$ cat config.mk
export PLATFORM = sky130hd
export DESIGN_NAME = radio_ctrl_top
export DESIGN_NICKNAME = d
export VERILOG_FILES = /design/src/common/ofdm_status_pkg.sv /design/src/common/radio_regs_pkg.sv /design/src/hdl/radio_ctrl_top.sv /design/src/hdl/radio_timekeeper.sv /design/src/hdl/readback_select.sv /design/src/hdl/settings_decode.sv /design/src/ofdm_status/ofdm_status_accum.sv
export SDC_FILE = /design/constraint.sdc
export NUM_CORES = 1
export LEC_CHECK = 0
export ABC_AREA = 1
export BUFFER_PORTS_ARGS = -buffer_cell sky130_fd_sc_hd__buf_2
export CAP_MARGIN = 20
export CORE_MARGIN = 5
export CORE_UTILIZATION = 50
export DETAILED_ROUTE_END_ITERATION = 7
export PLACE_DENSITY = 0.71
export REMOVE_ABC_BUFFERS = 1
export SLEW_MARGIN = 20
export SYNTH_ARGS = -nofsm -noshare
export SYNTH_HDL_FRONTEND = slang
export SYNTH_SLANG_ARGS = --single-unit
$ cat constraint.sdc
create_clock -name bus_clk -period 4.1 [get_ports bus_clk]
set_input_delay 0.205 -clock bus_clk [delete_from_list [all_inputs] [get_ports bus_clk]]
set_output_delay 0.205 -clock bus_clk [all_outputs]
set_load 0.01 [all_outputs]
$ cat src/common/ofdm_status_pkg.sv
// OFDM receiver event bundle and the accumulated user status word layout
`default_nettype none

package ofdm_status_pkg;

   //////////////////////////////
   // receiver events, flags are single-cycle strobes
   typedef struct packed {
      logic        power_trigger;
      logic        short_preamble;
      logic        long_preamble;
      logic        pkt_begin;
      logic        pkt_ht;
      logic        fcs_stb;
      logic        fcs_ok;     // valid with fcs_stb
      logic        byte_stb;   // rate and len valid here
      logic [3:0]  rx_state;
      logic [3:0]  status_code;
      logic [7:0]  pkt_rate;
      logic [15:0] pkt_len;
   } ofdm_event_t;

   //////////////////////////////
   // status word, byte 0 flags
   typedef struct packed {
      logic run_rx;
      logic fcs_good;
      logic fcs_seen;
      logic ht;
      logic pkt_begin;
      logic power_trigger;
      logic short_pre;
      logic long_pre;
   } status_flags_t;

   typedef struct packed {
      logic [23:0]   reserved;   // always zero
      logic [7:0]    pkt_rate;   // 39:32
      logic [15:0]   pkt_len;    // 31:16
      logic [3:0]    max_code;   // 15:12
      logic [3:0]    max_state;  // 11:8
      status_flags_t flags;      // 7:0
   } ofdm_status_t;

   // bit of user reg0 that holds the status word in clear
   localparam int status_clear_bit = 0;

endpackage

`default_nettype wire

$ cat src/common/radio_regs_pkg.sv
// settings bus layout, register map and time types shared by the control side of the radio
`default_nettype none

package radio_regs_pkg;

   //////////////////////////////
   // settings bus
   typedef struct packed {
      logic        stb;   // one-cycle write strobe
      logic [7:0]  addr;
      logic [31:0] data;
   } set_bus_t;

   // register map
   localparam logic [7:0] sr_test         = 8'd21;
   localparam logic [7:0] sr_readback     = 8'd32;
   localparam logic [7:0] sr_time_hi      = 8'd128;
   localparam logic [7:0] sr_time_lo      = 8'd129;
   localparam logic [7:0] sr_time_ctrl    = 8'd130;
   localparam logic [7:0] sr_user_reg0    = 8'd253;
   localparam logic [7:0] sr_user_rb_addr = 8'd255;

   //////////////////////////////
   // readback selectors
   typedef logic [2:0] rb_sel_t;

   localparam rb_sel_t rb_test     = 3'd0;
   localparam rb_sel_t rb_time     = 3'd1;
   localparam rb_sel_t rb_time_pps = 3'd2;
   localparam rb_sel_t rb_user     = 3'd7;  // 3..5 have nothing behind them

   typedef logic [7:0] user_rb_sel_t;

   localparam user_rb_sel_t urb_reg0   = 8'd0;
   localparam user_rb_sel_t urb_status = 8'd1;

   //////////////////////////////
   // time control
   typedef struct packed {
      logic now;     // load on the next edge
      logic at_pps;  // arm, load on the next pps rise
      logic stb;
   } time_cmd_t;

   typedef logic [63:0] time_t;

endpackage

`default_nettype wire

$ cat src/hdl/radio_ctrl_top.sv
// radio control top, ties settings decode, timekeeper, status accumulator and readback together
`timescale 1ns/1ps
`default_nettype none

module radio_ctrl_top import radio_regs_pkg::*, ofdm_status_pkg::*; (
   input  wire         bus_clk,
   input  wire         i_rst_n,
   input  set_bus_t    i_set,
   input  wire         i_pps,
   input  wire         i_run_rx,
   input  ofdm_event_t i_event,
   output logic [63:0] o_rb_data,
   output time_t       o_vita_time
);

   //////////////////////////////
   // interconnect
   logic [31:0]  test_reg;
   rb_sel_t      rb_sel;
   user_rb_sel_t user_rb_sel;
   logic [31:0]  user_reg0;
   time_cmd_t    time_cmd;
   time_t        time_load;
   time_t        time_last_pps;
   ofdm_status_t status;

   settings_decode settings_decode_i (
      .bus_clk       (bus_clk),
      .i_rst_n       (i_rst_n),
      .i_set         (i_set),
      .o_test_reg    (test_reg),
      .o_rb_sel      (rb_sel),
      .o_user_rb_sel (user_rb_sel),
      .o_user_reg0   (user_reg0),
      .o_time_cmd    (time_cmd),
      .o_time_load   (time_load)
   );

   radio_timekeeper radio_timekeeper_i (
      .bus_clk         (bus_clk),
      .i_rst_n         (i_rst_n),
      .i_time_cmd      (time_cmd),
      .i_time_load     (time_load),
      .i_pps           (i_pps),
      .o_vita_time     (o_vita_time),
      .o_time_last_pps (time_last_pps)
   );

   ofdm_status_accum ofdm_status_accum_i (
      .bus_clk  (bus_clk),
      .i_rst_n  (i_rst_n),
      .i_clear  (user_reg0[status_clear_bit]),  // software clear
      .i_run_rx (i_run_rx),
      .i_event  (i_event),
      .o_status (status)
   );

   readback_select readback_select_i (
      .i_rb_sel        (rb_sel),
      .i_user_rb_sel   (user_rb_sel),
      .i_test_reg      (test_reg),
      .i_vita_time     (o_vita_time),
      .i_time_last_pps (time_last_pps),
      .i_user_reg0     (user_reg0),
      .i_status        (status),
      .o_rb_data       (o_rb_data)
   );

endmodule

`default_nettype wire

$ cat src/hdl/radio_timekeeper.sv
// free-running 64-bit radio time, loadable now or at the next pps, latched on every pps rise
`timescale 1ns/1ps
`default_nettype none

module radio_timekeeper import radio_regs_pkg::*; (
   input  wire       bus_clk,
   input  wire       i_rst_n,
   input  time_cmd_t i_time_cmd,
   input  time_t     i_time_load,
   input  wire       i_pps,
   output time_t     o_vita_time,
   output time_t     o_time_last_pps
);

   logic pps_r;     // registered pps
   logic pps_prev;  // one cycle older
   logic pps_rise;
   logic armed;     // waiting for pps to load
   logic load_now;

   assign pps_rise = pps_r && !pps_prev;
   assign load_now = i_time_cmd.stb && i_time_cmd.now;

   //////////////////////////////
   // pps edge detect
   always_ff @(posedge bus_clk) begin
      if (!i_rst_n) begin
         pps_r    <= 1'b0;
         pps_prev <= 1'b0;
      end else begin
         pps_r    <= i_pps;
         pps_prev <= pps_r;
      end
   end

   //////////////////////////////
   // counter and armed load
   always_ff @(posedge bus_clk) begin
      if (!i_rst_n) begin
         o_vita_time <= '0;
         armed       <= 1'b0;
      end else begin
         if (load_now) begin
            o_vita_time <= i_time_load;
         end else if (pps_rise && armed) begin
            o_vita_time <= i_time_load;
         end else begin
            o_vita_time <= o_vita_time + 64'd1;
         end

         // an immediate load wins over arming
         if (i_time_cmd.stb && i_time_cmd.at_pps && !i_time_cmd.now)
            armed <= 1'b1;
         else if (pps_rise)
            armed <= 1'b0;
      end
   end

   // time seen just before the pps edge
   always_ff @(posedge bus_clk) begin
      if (!i_rst_n)
         o_time_last_pps <= '0;
      else if (pps_rise)
         o_time_last_pps <= o_vita_time;
   end

endmodule

`default_nettype wire

$ cat src/hdl/readback_select.sv
// two-level combinational readback mux, user selector under main selector code 7
`timescale 1ns/1ps
`default_nettype none

module readback_select import radio_regs_pkg::*, ofdm_status_pkg::*; (
   input  rb_sel_t      i_rb_sel,
   input  user_rb_sel_t i_user_rb_sel,
   input  wire [31:0]   i_test_reg,
   input  time_t        i_vita_time,
   input  time_t        i_time_last_pps,
   input  wire [31:0]   i_user_reg0,
   input  ofdm_status_t i_status,
   output logic [63:0]  o_rb_data
);

   logic [63:0] user_data;

   // user level
   always_comb begin
      case (i_user_rb_sel)
         urb_reg0:   user_data = {32'd0, i_user_reg0};
         urb_status: user_data = i_status;
         default:    user_data = '0;
      endcase
   end

   // main level
   always_comb begin
      case (i_rb_sel)
         rb_test:     o_rb_data = {32'd0, i_test_reg};
         rb_time:     o_rb_data = i_vita_time;
         rb_time_pps: o_rb_data = i_time_last_pps;
         rb_user:     o_rb_data = user_data;
         default:     o_rb_data = '0;  // samples, gpio, rx state
      endcase
   end

endmodule

`default_nettype wire

$ cat src/hdl/settings_decode.sv
// settings bus decoder, turns strobed writes into config registers and the time-load command
`timescale 1ns/1ps
`default_nettype none

module settings_decode import radio_regs_pkg::*; (
   input  wire          bus_clk,
   input  wire          i_rst_n,
   input  set_bus_t     i_set,
   output logic [31:0]  o_test_reg,
   output rb_sel_t      o_rb_sel,
   output user_rb_sel_t o_user_rb_sel,
   output logic [31:0]  o_user_reg0,
   output time_cmd_t    o_time_cmd,
   output time_t        o_time_load
);

   logic [31:0] time_hi;
   logic [31:0] time_lo;
   logic        wr_ctrl;

   assign wr_ctrl = i_set.stb && (i_set.addr == sr_time_ctrl);

   //////////////////////////////
   // register writes
   always_ff @(posedge bus_clk) begin
      if (!i_rst_n) begin
         o_test_reg    <= '0;
         o_rb_sel      <= '0;
         o_user_rb_sel <= '0;
         o_user_reg0   <= '0;
         time_hi       <= '0;
         time_lo       <= '0;
      end else if (i_set.stb) begin
         case (i_set.addr)
            sr_test:         o_test_reg    <= i_set.data;
            sr_readback:     o_rb_sel      <= i_set.data[2:0];
            sr_user_rb_addr: o_user_rb_sel <= i_set.data[7:0];
            sr_user_reg0:    o_user_reg0   <= i_set.data;
            sr_time_hi:      time_hi       <= i_set.data;
            sr_time_lo:      time_lo       <= i_set.data;
            default: ;  // not ours
         endcase
      end
   end

   //////////////////////////////
   // time command, strobe lasts one cycle
   always_ff @(posedge bus_clk) begin
      if (!i_rst_n) begin
         o_time_cmd <= '0;
      end else begin
         o_time_cmd.stb <= wr_ctrl;
         if (wr_ctrl) begin
            o_time_cmd.now    <= i_set.data[0];
            o_time_cmd.at_pps <= i_set.data[1];
         end
      end
   end

   assign o_time_load = {time_hi, time_lo};  // staged load value

endmodule

`default_nettype wire

$ cat src/ofdm_status/ofdm_status_accum.sv
// gathers OFDM receiver events into the sticky user status word, held clear by user reg0
`timescale 1ns/1ps
`default_nettype none

module ofdm_status_accum import ofdm_status_pkg::*; (
   input  wire          bus_clk,
   input  wire          i_rst_n,
   input  wire          i_clear,
   input  wire          i_run_rx,
   input  ofdm_event_t  i_event,
   output ofdm_status_t o_status
);

   status_flags_t new_flags;

   // flags seen this cycle
   always_comb begin
      new_flags.run_rx        = i_run_rx;
      new_flags.fcs_good      = i_event.fcs_stb && i_event.fcs_ok;
      new_flags.fcs_seen      = i_event.fcs_stb;
      new_flags.ht            = i_event.pkt_ht;
      new_flags.pkt_begin     = i_event.pkt_begin;
      new_flags.power_trigger = i_event.power_trigger;
      new_flags.short_pre     = i_event.short_preamble;
      new_flags.long_pre      = i_event.long_preamble;
   end

   //////////////////////////////
   // accumulate
   always_ff @(posedge bus_clk) begin
      if (!i_rst_n || i_clear) begin
         o_status <= '0;
      end else begin
         o_status.flags <= o_status.flags | new_flags;  // sticky

         // highest values only
         if (i_event.rx_state > o_status.max_state)
            o_status.max_state <= i_event.rx_state;
         if (i_event.status_code > o_status.max_code)
            o_status.max_code <= i_event.status_code;

         if (i_event.byte_stb) begin
            o_status.pkt_rate <= i_event.pkt_rate;
            o_status.pkt_len  <= i_event.pkt_len;
         end
      end
   end

endmodule

`default_nettype wire

* Word level (Yosys, flattened, before mapping)
Cells that the tools add are included.
** Storage, ports and cells
- RAM bits :: 0
- Flip-flop bits (word level) :: 313
- Latch bits :: 0
- Memories kept :: 0
- ROM bits :: 0
- Output and inout port bits :: 128
- Logic and storage cells :: 67
** Operators by class
- Shifts and indexed selects :: 0
- Add/subtract/negate cells :: 1
- Reduce and logical (&&, ||, !) cells :: 20
- Multiply operators :: 0
- Divide/modulo/power cells :: 0
- Bitwise gates (word level) :: 1
- Equality and inequality tests :: 11
- Mux-type cells :: 6
- Magnitude comparators :: 2
** Operator list (count)
- $pmux W64 S4 :: 1
- $mux W64 :: 2
- $pmux W40 S2 :: 1
- $add A64 B1 Y64 const B :: 1
- $eq A8 B8 Y1 const B :: 5
- $reduce_and A2 Y1 :: 6
- $eq A8 B1 Y1 const B :: 1
- $eq A8 B5 Y1 const B :: 1
- $eq A8 B6 Y1 const B :: 1
- $gt A4 B4 Y1 :: 2
- $logic_not A8 Y1 :: 1
- $or A8 B8 Y8 :: 1
- $logic_and A1 B1 Y1 :: 7
- $eq A3 B1 Y1 const B :: 1
- $eq A3 B2 Y1 const B :: 1
- $eq A3 B3 Y1 const B :: 1
- $logic_not A1 Y1 :: 3
- $logic_not A3 Y1 :: 1
- $mux W1 :: 2
- $reduce_bool A2 Y1 :: 1
- $logic_or A1 B1 Y1 :: 1

* Longest topological paths before layout
- Word-level depth :: 5
- Mapped depth :: 12
- Mapped depth without buffers :: 12

* By module
A second synthesis with hierarchy kept.
** Unflattened totals
- Cells, all modules :: 2831
- Area total of the unflattened synthesis :: 17332.9 um^2
** Modules (own cells, without submodules)
- radio_timekeeper :: times used 1, area each 6872.8 um^2, cells each 1089
- settings_decode :: times used 1, area each 5979.5 um^2, cells each 894
- readback_select :: times used 1, area each 2566.2 um^2, cells each 609
- ofdm_status_accum :: times used 1, area each 1914.3 um^2, cells each 239

* Worst setup path before layout
No wires, ideal clock.
- Path type :: register to register
- Start point :: reg radio_timekeeper_i.o_vita_time[1]
- End point :: reg radio_timekeeper_i.o_vita_time[38]
- Required time :: 3991 ps
- Slack :: 2418 ps
- Library setup time :: 109 ps
- Data arrival time :: 1573 ps
- Cell stages (with the launch flop) :: 11
- Cell sequence :: dfxtp_1 > ha_1 > inv_1 > nor2_2 > nand2_1 > nor2_2 > nand2_2 > o21ai_0 > nand3_1 > nand2_1 > inv_1
** On the way
- Word-level cells in the longest chain between the ends :: 3
** Ends and longest elaborated chain
- start, declared :: line radio_timekeeper.sv:11 : output time_t o_vita_time,
- start signal, assigned :: line radio_timekeeper.sv:44 : o_vita_time <= i_time_load;
- start signal, assigned :: line radio_timekeeper.sv:46 : o_vita_time <= i_time_load;
- start signal, assigned :: line radio_timekeeper.sv:48 : o_vita_time <= o_vita_time + 64'd1;
- $add A64 B1 Y64 :: line radio_timekeeper.sv:48
- $mux W64 :: line radio_timekeeper.sv:45 : end else if (pps_rise && armed) begin
- $mux W64 :: line radio_timekeeper.sv:43 : if (load_now) begin
Every way passes these cells.
A chain may end at the register's enable or synchronous reset.

* Worst setup path after layout
- Start point :: reg settings_decode_i.o_rb_sel[1]
- End point :: out o_rb_data[13]
** On the way
- Word-level cells in the longest chain between the ends :: 2
** Ends and longest elaborated chain
- start, declared :: line settings_decode.sv:10 : output rb_sel_t o_rb_sel,
- start signal, assigned :: line settings_decode.sv:36 : sr_readback: o_rb_sel <= i_set.data[2:0];
- $eq A3 B3 Y1 (tied with other cells) :: line readback_select.sv:29 : case (i_rb_sel)
- $pmux W64 S4 * :: line readback_select.sv:29
- end, declared :: line radio_ctrl_top.sv:12 : output logic [63:0] o_rb_data,
Mark *: on every way between the ends. The rest lies on a longest branch, timed or not.

==> key figures <==
Outcome
  • Status: completed

Setup path
  • Crit path kind: reg -> out
  • Crit-path leading delay family: buffers and inverters
  • Slowest-stage cell, CP: buf_4
  • Worst setup EP type: primary output
  • Worst setup path endpoint: o_rb_data[13]
  • Critical path, cell by cell: inv_2 -> nor3_4 -> buf_4 -> nand2_1 -> o21ai_0 -> a31oi_1 -> nand2_1 -> buf_2
  • Critical path's most frequent cell: nand2_1
  • Critical Path Source: settings_decode_i.o_rb_sel[1]
  • Critical path depth in cells: 8
  • Largest stage delay on the critical path: 0.67 ns
  • Reg-to-Reg Start: radio_timekeeper_i.pps_r
  • Reg2reg end: radio_timekeeper_i.o_vita_time[52]
  • CP max FO: 64
  • Worst reg2reg path depth: 9
  • Worst path required time: 3.89 ns
  • Flop2flop setup slack: 1.83 ns
  • Worst EP arrival: 2.74 ns
  • Crit start category: register
  • WP buf/inv: 3

Clocking
  • Worst-Skew Late Latency: 0.52 ns
  • Inserted Clock Buffers: 36
  • H-tree Lvls: 2
  • Setup Fix Bufs, Post-CTS: 0
  • Clock sink count: 313
  • Clock Tree Root: clkbuf_16
  • Cts repair resizes: 0
  • CTS tree: done
  • Clock Pin Slew Worst Setup and Hold Paths: 0.06 ns
  • Maximum clock path buffer count: 3

Layout
  • Diode count: 0
  • Layout area overhead: 19.71%
  • Layout cells sized above 1: 0.1408
  • Top Registers: radio_timekeeper_i.o_time_last_pps: 64 flops, radio_timekeeper_i.o_vita_time: 64 flops, ofdm_status_accum_i.o_status: 40 flops
  • Post-route cell area: 0.01815 mm²
  • Final Net Count: 2612

Global route
  • Largest net degree at the start of global routing: 145
  • Gr ovfl total: 0
  • First-pass GRT wire length: 82320 µm
  • Antenna violations before repair: 0
  • GRT Total Usage: 0.3043
  • Vias in the first global route: 14900

Timing
  • Final Max Tran Viols: 0
  • Final period util: 0.7176
  • Hold Slack: 0.006940 ns
  • RSZ-0062 raised after global routing: no
  • Worst rel slew slack: 0.2496
  • Fin worst setup slack: 1.158 ns
  • Final setup violation count: 0
  • FMAX: 339.9 MHz
  • Min cycle time layout: 2.942 ns
  • Endpoints failing hold: 0
  • Clk_skew: 0.01984 ns
  • Worst slew pin tran: 1.124 ns
  • Post-route setup TNS: 0 ns

Route
  • Detailed-route via count: 15850
  • Post-Route WL: 53040 µm
  • Vias per inst: 5.405
  • Drt first pass iters: 6
  • DRT iter0 DRCs: 1294
  • Post-route ant nets: 0
  • # DRC: 0
  • Drt wl/cell: 18.09 µm

Synth
  • Number of synthesized flops with an enable pin: 0
  • Count leader, synth: nand2_1
  • Area leader, netlist: dfxtp_1
  • Synth unique cells: 39
  • Mapped Area: 0.01516 mm²
  • Ys async rst share: 0
  • Synthesis Warnings: 0
  • Main synth FF type: dfxtp_1
  • Area contributors post-synth: dfxtp_1, nand2_1, nor2_1
  • Syn avg cell area: 6.558 µm²
  • Mapped Cells: 2312
  • Top cells by count, synth: nand2_1, nor2_1, dfxtp_1, o21ai_0, inv_1
  • Post-synthesis sequential area ratio: 0.4133
  • FF+latch count, synth: 313
  • Top cell type's share of synthesized area: 0.4133

Placement
  • Post-Place Worst Slack: 1.739 ns
  • GPL Wtd Cong: 0.9532
  • Placed Area: 0.01641 mm²
  • Placed wire-length estimate: 36600 µm
  • Buffers on Ports: 212

Die
  • Starting Density: 0.5089
  • Die area: 0.03391 mm²
  • Die Ht: 184.1 µm
  • IO Count: 213
  • Die width: 184.1 µm
  • Area of the core: 0.02980 mm²
  • Row count: 63

Pwr
  • VDD IR max: 0.3059 mV
  • Power Density: 376.5 mW/mm²
  • Leakage dissipation: 8.522 nW

Min path
  • Hold crit path type: in -> reg
  • Hold Path Depth: 3

Job
  • Max-cap viol count: 0
[layout make-up]
| cell class | count | area, µm² |
|---|---|---|
| fill | 2845 | 11640 |
| clock buffer | 52 | 1084 |
| tap | 390 | 488.0 |
| inverter | 230 | 863.3 |
| clock inverter | 10 | 116.4 |
| multi-input combinational | 1652 | 7562 |
| sequential | 313 | 6266 |
| timing repair buffer | 285 | 1772 |
[layer usage]
layer	vias up	global-route usage	share of wire	wire, µm
li1	7759	-	-	-
met1	7353	0.4277	0.45	23790
met2	643	0.4938	0.45	23790
met3	93	0.04658	0.078	4120
met4	0	0.07572	0.025	1334
met5	-	0	0	0
[what timing repair did]
| item | 4_1_cts | 5_1_grt |
|---|---|---|
| hold buffers | 54 | 0 |
| endpoints found under the hold margin | 67 | 0 |
| endpoints found under the setup margin | 0 | 0 |
[through the flow]
stage	power, mW	instances	util
finish	6.834	2932	0.6092
detailed placement	3.610	2816	0.5508
floorplan	3.427	2195	-
CTS	6.852	2932	0.6092
global placement	3.594	2816	0.5508
global route	7.067	2932	0.6092
[worst min path at each step]
stage	startpoint	endpoint	slack, ns
floorplan	i_rst_n	radio_timekeeper_i.pps_r	0.30
global placement	i_run_rx	ofdm_status_accum_i.o_status[7]	0.42
detailed placement	radio_timekeeper_i.pps_r	radio_timekeeper_i.pps_prev	0.42
CTS	i_set[6]	settings_decode_i.o_user_rb_sel[6]	0.001
global route	i_set[3]	settings_decode_i.o_user_rb_sel[3]	0.01
finish	i_set[20]	settings_decode_i.time_lo[20]	0.007
[worst reg2reg max path, cell delays in order (launching register included)]
cell and delay, ns:
dfxtp_1 0.33, inv_1 0.07, nor2_4 0.09, buf_4 0.51, nand2_1 0.16, nand2_2 0.11, buf_4 0.42, a21oi_1 0.31
nand2_1 0.13, inv_1 0.04
[power breakdown]
part | switching (mW) | leakage, nW | internal [mW]
clock network | 1.28 | 0.588 | 1.96
logic | 0.259 | 5.39 | 0.159
registers | 0.0499 | 2.54 | 3.13
total | 1.59 | 8.52 | 5.25
[cell usage in the layout, fill, tap and decap left out, drive strengths merged]
| cell type | synthesis | final |
|---|---|---|
| a221oi | 8 | 8 |
| nand2 | 590 | 590 |
| nor4 | 4 | 4 |
| a31oi | 11 | 11 |
| clkinvlp | 0 | 2 |
| xnor2 | 1 | 1 |
| inv | 227 | 226 |
| ha | 9 | 9 |
| dfxtp | 313 | 313 |
| clkinv | 3 | 10 |
| dlygate4sd3 | 0 | 54 |
| o21bai | 3 | 3 |
| bufinv | 0 | 2 |
| a21o | 2 | 2 |
| nor3 | 9 | 9 |
| a21oi | 166 | 166 |
| xor2 | 18 | 18 |
| nand3 | 74 | 74 |
| nor2 | 456 | 456 |
| buf | 30 | 231 |
| nand4 | 20 | 20 |
| a32o | 6 | 6 |
| o21ai | 263 | 263 |
| o211ai | 10 | 10 |
| o221ai | 2 | 2 |
| clkbuf | 87 | 52 |
[cells by family (layout without fill, tap and decap cells)]
family          count (synthesis)  in the layout  synth area share
simple gates                 1153           1153            0.3163
compound gates                471            471            0.1633
buf+inv                       347            577           0.08871
flops                         313            313            0.4133
xor+xnor                       19             19           0.01098
fa+ha+maj                       9              9          0.007427
(Power assumes the default switching activity.)
